==> src/hw/jtag_ctrl_pkg.sv <==
`default_nettype none

package jtag_ctrl_pkg;

    // Bit counter width, one byte per transfer.
    localparam int BIT_CNT_W = 3;

    // Transfer sequence of the loader.
    typedef enum logic [2:0] {
        IDLE         = 3'd0, // Host owns the chain.
        ENABLE       = 3'd1, // Take over the chain.
        DELAY        = 3'd2, // Power-up wait, control line low.
        CLK_LOW      = 3'd3, // TCK low phase of a bit.
        CLK_HIGH     = 3'd4, // TCK high phase of a bit.
        FINISH_LOW_0 = 3'd5, // Trailing low phase, release control line.
        FINISH_LOW_1 = 3'd6, // Power-down wait.
        END_ENABLE   = 3'd7  // Hand the chain back.
    } shift_state_e;

endpackage : jtag_ctrl_pkg

`default_nettype wire

==> src/hw/jtag_drive_if.sv <==
`timescale 1ns/1ps
`default_nettype none

// Forced pin values from the transfer FSM towards the pad stage.
interface jtag_drive_if;

    logic force_en;  // Transfer owns the chain.
    logic tck;       // Forced TCK level.
    logic tdi;       // Forced TDI level.
    logic jctrl_low; // Pull the control line low.

    modport shifter (
        output force_en,
        output tck,
        output tdi,
        output jctrl_low
    );

    modport pins (
        input force_en,
        input tck,
        input tdi,
        input jctrl_low
    );

endinterface : jtag_drive_if

`default_nettype wire

==> src/hw/clk_div_ce.sv <==
`timescale 1ns/1ps
`default_nettype none

module clk_div_ce #(
    parameter logic [31:0] CLK_DIVIDE = 32'd31
) (
    input  wire  clk,
    input  wire  arst_n_i,
    output logic ce_o
);

    localparam logic [31:0] RELOAD = CLK_DIVIDE - 32'd1;

    logic [31:0] cnt_q;

    always_ff @(posedge clk or negedge arst_n_i) begin
        if (!arst_n_i) begin
            cnt_q <= RELOAD;
        end else if (cnt_q == 32'd0) begin
            cnt_q <= RELOAD; // Wrap, one enable per period.
        end else begin
            cnt_q <= cnt_q - 32'd1;
        end
    end

    // Pulse on the zero count.
    assign ce_o = (cnt_q == 32'd0);

endmodule : clk_div_ce

`default_nettype wire

==> src/hw/term_counter.sv <==
`timescale 1ns/1ps
`default_nettype none

module term_counter #(
    parameter logic [31:0] DELAY_CYCLES = 32'd1000
) (
    input  wire  clk,
    input  wire  arst_n_i,
    input  logic count_i,
    output logic tcount_o
);

    logic [31:0] cnt_q;
    logic        at_limit;

    assign at_limit = (cnt_q == DELAY_CYCLES);

    always_ff @(posedge clk or negedge arst_n_i) begin
        if (!arst_n_i) begin
            cnt_q <= 32'd0;
        end else if (!count_i) begin
            cnt_q <= 32'd0; // Any gap restarts the wait.
        end else if (!at_limit) begin
            cnt_q <= cnt_q + 32'd1;
        end
    end

    // Saturates at the limit, so the flag holds until count_i drops.
    assign tcount_o = count_i && at_limit;

endmodule : term_counter

`default_nettype wire

==> src/hw/jtag_ctrl_shifter.sv <==
`timescale 1ns/1ps
`default_nettype none

module jtag_ctrl_shifter (
    input  wire          clk,
    input  wire          arst_n_i,
    input  logic         load_i,
    input  logic [7:0]   dat_i,
    input  logic         ce_i,
    input  logic         delay_done_i,
    output logic         busy_o,
    output logic         delay_count_o,
    jtag_drive_if.shifter drv
);

    import jtag_ctrl_pkg::*;

    shift_state_e         state_q;
    shift_state_e         state_d;
    logic [BIT_CNT_W-1:0] bit_cnt_q;
    logic [7:0]           shift_q;
    logic                 force_q;
    logic                 jctrl_low_q;
    logic                 last_bit;
    logic                 bit_step;

    assign last_bit = (bit_cnt_q == {BIT_CNT_W{1'b1}});
    assign bit_step = (state_q == CLK_HIGH) && ce_i; // End of a bit.

    always_comb begin
        state_d = state_q;
        case (state_q)
            IDLE: begin
                if (load_i) begin
                    state_d = ENABLE;
                end
            end
            ENABLE: begin
                state_d = DELAY;
            end
            DELAY: begin
                if (delay_done_i) begin
                    state_d = CLK_LOW;
                end
            end
            CLK_LOW: begin
                if (ce_i) begin
                    state_d = CLK_HIGH;
                end
            end
            CLK_HIGH: begin
                if (ce_i) begin
                    state_d = last_bit ? FINISH_LOW_0 : CLK_LOW;
                end
            end
            FINISH_LOW_0: begin
                if (ce_i) begin
                    state_d = FINISH_LOW_1;
                end
            end
            FINISH_LOW_1: begin
                if (delay_done_i) begin
                    state_d = END_ENABLE;
                end
            end
            END_ENABLE: begin
                state_d = IDLE;
            end
            default: begin
                state_d = IDLE;
            end
        endcase
    end

    always_ff @(posedge clk or negedge arst_n_i) begin
        if (!arst_n_i) begin
            state_q     <= IDLE;
            bit_cnt_q   <= '0;
            force_q     <= 1'b0;
            jctrl_low_q <= 1'b0;
        end else begin
            state_q <= state_d;

            if (state_q == IDLE) begin
                bit_cnt_q <= '0;
            end else if (bit_step) begin
                bit_cnt_q <= bit_cnt_q + 1'b1;
            end

            if (state_q == ENABLE) begin
                force_q <= 1'b1;
            end else if (state_q == END_ENABLE) begin
                force_q <= 1'b0;
            end

            if (state_q == DELAY) begin
                jctrl_low_q <= 1'b1;
            end else if (state_q == FINISH_LOW_0) begin
                jctrl_low_q <= 1'b0;
            end
        end
    end

    // MSB first, the target shifts upward.
    always_ff @(posedge clk) begin
        if (state_q == IDLE && load_i) begin
            shift_q <= dat_i;
        end else if (bit_step) begin
            shift_q <= {shift_q[6:0], 1'b0};
        end
    end

    assign busy_o        = (state_q != IDLE);
    assign delay_count_o = (state_q == DELAY) || (state_q == FINISH_LOW_1);

    assign drv.force_en  = force_q;
    assign drv.tck       = (state_q == CLK_HIGH);
    assign drv.tdi       = shift_q[7];
    assign drv.jctrl_low = jctrl_low_q;

endmodule : jtag_ctrl_shifter

`default_nettype wire

==> src/hw/jtag_pin_mux.sv <==
`timescale 1ns/1ps
`default_nettype none

module jtag_pin_mux (
    input  wire        clk,
    input  wire        arst_n_i,
    input  logic       tck_i,
    input  logic       tms_i,
    input  logic       tdi_i,
    input  logic       tdo_i,
    input  logic       jtag_enable_i,
    output logic       tck_o,
    output logic       tms_o,
    output logic       tdi_o,
    output logic       tdo_o,
    output logic       jtag_en_o,
    output logic       jctrl_low_o,
    jtag_drive_if.pins drv
);

    logic tck_mux;
    logic tms_mux;
    logic tdi_mux;
    logic tdo_q;

    assign tck_mux = drv.force_en ? drv.tck : tck_i;
    assign tms_mux = drv.force_en ? 1'b1 : tms_i; // TMS parked high while loading.
    assign tdi_mux = drv.force_en ? drv.tdi : tdi_i;

    // Pad flops.
    always_ff @(posedge clk or negedge arst_n_i) begin
        if (!arst_n_i) begin
            tck_o       <= 1'b0;
            tms_o       <= 1'b0;
            tdi_o       <= 1'b0;
            tdo_q       <= 1'b0;
            jctrl_low_o <= 1'b0;
        end else begin
            tck_o       <= tck_mux;
            tms_o       <= tms_mux;
            tdi_o       <= tdi_mux;
            tdo_q       <= tdo_i;
            jctrl_low_o <= drv.jctrl_low;
        end
    end

    // Host sees nothing from the target during a load.
    assign tdo_o     = drv.force_en ? 1'b0 : tdo_q;
    assign jtag_en_o = drv.force_en || jtag_enable_i;

endmodule : jtag_pin_mux

`default_nettype wire

==> src/hw/jtag_ctrl_top.sv <==
`timescale 1ns/1ps
`default_nettype none

module jtag_ctrl_top #(
    parameter logic [31:0] CLK_DIVIDE   = 32'd31,
    parameter logic [31:0] DELAY_CYCLES = 32'd1000
) (
    input  wire        clk,
    input  wire        arst_n_i,
    input  logic       load_i,
    input  logic [7:0] dat_i,
    input  logic       jtag_enable_i,
    input  logic       host_tck_i,
    input  logic       host_tms_i,
    input  logic       host_tdi_i,
    output logic       busy_o,
    output logic       host_tdo_o,
    output logic       jtag_en_o,
    output logic       tgt_tck_o,
    output logic       tgt_tms_o,
    output logic       tgt_tdi_o,
    output logic       jctrl_low_o, // Drives the external open-drain buffer.
    input  logic       tgt_tdo_i
);

    logic ce;
    logic delay_count;
    logic delay_done;

    jtag_drive_if drv_if ();

    clk_div_ce #(
        .CLK_DIVIDE (CLK_DIVIDE)
    ) u_div (
        .clk      (clk),
        .arst_n_i (arst_n_i),
        .ce_o     (ce)
    );

    term_counter #(
        .DELAY_CYCLES (DELAY_CYCLES)
    ) u_delay (
        .clk      (clk),
        .arst_n_i (arst_n_i),
        .count_i  (delay_count),
        .tcount_o (delay_done)
    );

    jtag_ctrl_shifter u_shift (
        .clk           (clk),
        .arst_n_i      (arst_n_i),
        .load_i        (load_i),
        .dat_i         (dat_i),
        .ce_i          (ce),
        .delay_done_i  (delay_done),
        .busy_o        (busy_o),
        .delay_count_o (delay_count),
        .drv           (drv_if.shifter)
    );

    jtag_pin_mux u_pins (
        .clk           (clk),
        .arst_n_i      (arst_n_i),
        .tck_i         (host_tck_i),
        .tms_i         (host_tms_i),
        .tdi_i         (host_tdi_i),
        .tdo_i         (tgt_tdo_i),
        .jtag_enable_i (jtag_enable_i),
        .tck_o         (tgt_tck_o),
        .tms_o         (tgt_tms_o),
        .tdi_o         (tgt_tdi_o),
        .tdo_o         (host_tdo_o),
        .jtag_en_o     (jtag_en_o),
        .jctrl_low_o   (jctrl_low_o),
        .drv           (drv_if.pins)
    );

endmodule : jtag_ctrl_top

`default_nettype wire

==> config.mk <==
export PLATFORM = sky130hd
export DESIGN_NAME = jtag_ctrl_top
export DESIGN_NICKNAME = d
export VERILOG_FILES = /design/src/hw/jtag_ctrl_pkg.sv /design/src/hw/jtag_drive_if.sv /design/src/hw/clk_div_ce.sv /design/src/hw/term_counter.sv /design/src/hw/jtag_ctrl_shifter.sv /design/src/hw/jtag_pin_mux.sv /design/src/hw/jtag_ctrl_top.sv
export SDC_FILE = /design/constraint.sdc
export NUM_CORES = 1
export LEC_CHECK = 0
export BUFFER_PORTS_ARGS = -buffer_cell sky130_fd_sc_hd__buf_2
export CORE_MARGIN = 1
export CORE_UTILIZATION = 45
export CTS_CLUSTER_DIAMETER = 150
export DETAILED_ROUTE_END_ITERATION = 8
export GPL_ROUTABILITY_DRIVEN = 0
export PLACE_DENSITY_LB_ADDON = 0.15
export REMOVE_ABC_BUFFERS = 1
export SETUP_SLACK_MARGIN = 0.3
export SLEW_MARGIN = 20
export SYNTH_ARGS = -nofsm -noshare
export SYNTH_HDL_FRONTEND = slang
export SYNTH_SLANG_ARGS = --single-unit
==> constraint.sdc <==
create_clock -name clk -period 2.98 [get_ports clk]
set_clock_uncertainty 0.15 [all_clocks]
set_input_delay 0.298 -clock clk [delete_from_list [all_inputs] [get_ports clk]]
set_output_delay 0.298 -clock clk [all_outputs]
set_load 0.02 [all_outputs]
==> flow_metrics.tcl <==
set metrics [dict create \
    outcome "complete, but fails checks" \
    violations "design-rule violations" \
    drc 7 \
    synth_async_sr_flop_share_pct 90.6 \
    hold_violations 0 \
    io_pins 23 \
    ff2ff_path_depth 7 \
    layout_commonest_cell "dfrtp_1" \
    finalNetCount 458 \
    antenna_found_initial 0 \
    cp_data_arrival_time_ns 2.55 \
    path_max_fanout 4 \
    cts.clk_slew.worst_paths_ns 0.09 \
    peakVddDrop_v 0.000202 \
    htreeDepth 3 \
    worst_r2r_endpoint "u_shift.shift_q[2]" \
    rows 34 \
    coreArea_mm2 0.00881 \
    fmax_mhz 382 \
    tritoncts "yes" \
    intPower_mw 1.73 \
    portBuffers 22 \
    syn_area_mm2 0.00414 \
    grt_start_max_net_pins 78 \
    switching_share_pct 20.3 \
    synth.avg_cell_area_um2 10.3 \
    drt_iter0_drc 140 \
    fp.dieW_um 98.0 \
    area_growth_syn_to_layout_pct 14.9 \
    synthFlopType "dfrtp_1" \
    rsz0062_at_grt "yes" \
    drive_gt1_share_pct 19.7 \
    p_per_area_mw_per_mm2 456 \
    cp-start-kind "flop" \
    dp.cells 526 \
    power_leakage_nw 2.18 \
    p_seq_share_pct 53.8 \
    drt_wl_total_um 7710 \
    clk-insertion-delay-late_ns 0.35 \
    r2r_start "u_div.cnt_q[0]" \
    hold-path-cell-count 2 \
    end_kind "flop" \
    root_buffer "clkbuf_8" \
    maxSlewViolCount 0 \
    fill_cells 774 \
    die_y_um 98.0 \
    criticalPathCategory "flop to flop" \
    wl_per_cell_um 14.0 \
    fin_crit_sh_pct 87.8 \
    diodes 0 \
    fin_crit_ns 2.62 \
    fin_tns_setup_ns 0 \
    gr-total-overflow 0 \
    layout.cells.non_filler 550 \
    rrSetupSlack_ns 0.36 \
    cts_sinks 85 \
    worst_pin_slew_ns 1.09 \
    ys_seq_elements 85 \
    yosys_warnings 0 \
    crit_required_ns 2.91 \
    grt_pass1_vias 2943 \
    hp-start "host_tdi_i" \
    hold_path_end "u_pins.tdi_o" \
    num_vias 2973 \
    synth.distinct_cells 43 \
    synth-seq-area-share_pct 52.4 \
    vias_per_cell 5.41 \
    dp_hpwl_um 4960 \
    dieArea_mm2 0.00959 \
    synth_edf_count 8 \
    maxCapViolCount 0 \
    p_sw_mw 0.441 \
    finalSetupViolations 0 \
    synthCells 401 \
    initial_utilization_pct 47.0 \
    grt_use_total_pct 17.7 \
    clkPwrFrac_pct 44.7 \
    max-clock-path-buffers 2 \
    cts_made_buffers 9 \
    combinationalPowerShare_pct 1.5 \
    grt_pass1_wl_um 13600 \
    final_cell_mix "dfrtp_1, nor2_1, xor2_1" \
    max_slew_margin_pct 27.4 \
    dr.pass1.iters 6 \
    postRouteAntennaNets 0 \
    whs_ns 0.0201 \
    min_path_type "primary input to flop" \
]
-- power by group through the flow --
stage / logic [mW] / clock network [mW] / registers [mW]
3_3_place_gp: 0.0315 / 0 / 1.19
2_1_floorplan: 0.000741 / 0 / 1.19
4_1_cts: 0.0350 / 0.999 / 1.17
3_5_place_dp: 0.0317 / 0 / 1.19
5_1_grt: 0.0387 / 1.04 / 1.17
6_report: 0.0328 / 0.970 / 1.17
-- state kept, by name (all words and copies together), names as in the netlist --
register and cells:
u_shift.state_q 3, u_pins.jctrl_low_o 1, u_pins.tdo_q 1, u_pins.tdi_o 1, u_delay.cnt_q 32, u_pins.tck_o 1, u_shift.drv.jctrl_low 1, u_shift.drv.force_en 1
u_pins.tms_o 1, u_shift.bit_cnt_q 3, u_div.cnt_q 32, u_shift.shift_q 8
-- timing repair --
item,in CTS,in global routing
pin swaps,0,5
setup endpoints to repair,10,19
hold buffers,3,0
setup buffers,0,4
endpoints found under the hold margin,62,0
gates cloned,0,1
gates resized for setup,3,10
-- through the flow --
stage	worst slack [ns]	cell area (um^2)	total power [mW]	util, %
final	0.364	4760	2.17	54.0
after global routing	0.248	4760	2.25	54.0
after CTS	0.302	4690	2.20	53.2
after detailed placement	0.200	4400	1.22	50.0
after global placement	0.223	4400	1.22	50.0
after floorplan	0.0380	4080	1.19	-
-- area by class of cell --
type | count | area [um^2] | area share (%)
inverter | 9 | 33.8 | 0.710
sequential | 85 | 2170 | 45.6
clock buffer | 9 | 124 | 2.60
timing repair buffer | 39 | 264 | 5.55
multi-input combinational | 293 | 1920 | 40.3
tap | 108 | 135 | 2.84
clock inverter | 7 | 114 | 2.39
-- synthesized netlist by cell type, types with 9 or more instances --
cell type,n,area (um^2)
dfrtp_1,73,1830
nor2_1,64,240
xor2_1,28,245
nand2_1,24,90.1
xnor2_1,19,166
nand3_1,18,90.1
nor4_1,16,100
mux2_2,13,146
nand4_1,12,75.1
a21oi_1,9,45.0
inv_1,9,33.8
o21ai_0,9,45.0
-- cell families after synthesis --
| group | share of synthesized area [%] |
|---|---|
| xor gates and xnor gates | 9.94 |
| muxes | 4.02 |
| buffers and inverters | 2.42 |
| DFF | 52.4 |
| adders and majority gates | 1.51 |
| and+or+nand+nor | 25.0 |
| AOI/OAI and AO/OA | 4.65 |
-- worst max-delay path by stage --
stage                        start  slack [ns]                  to  cells after the start
CTS                 u_div.cnt_q[6]        0.30  u_shift.shift_q[4]                      5
detailed placement  u_div.cnt_q[0]        0.20  u_shift.shift_q[4]                      7
floorplan           u_div.cnt_q[0]        0.04     u_div.cnt_q[27]                      7
global route        u_div.cnt_q[0]        0.25  u_shift.state_q[1]                      7
finish              u_div.cnt_q[0]        0.36  u_shift.shift_q[2]                      7
global placement    u_div.cnt_q[0]        0.22  u_shift.shift_q[5]                      7
-- routing by layer --
| metal | part of all wire [%] | vias up | global-route usage, % |
|---|---|---|---|
| met3 | 3.8 | 12 | 3.01 |
| met4 | 1.7 | 0 | 7.69 |
| met5 | 0 | - | 0 |
| met2 | 44 | 51 | 27.3 |
| met1 | 50 | 1430 | 24.5 |
| li1 | - | 1480 | - |
-- worst max-delay path: stages, from the launching register on --
cell	delay (ns)
dfrtp_1	0.39
inv_1	0.06
ha_2	0.17
or3b_4	0.39
or4_4	0.53
or2_2	0.34
o21bai_4	0.16
buf_4	0.16
Power figures use the tool's default switching activity.
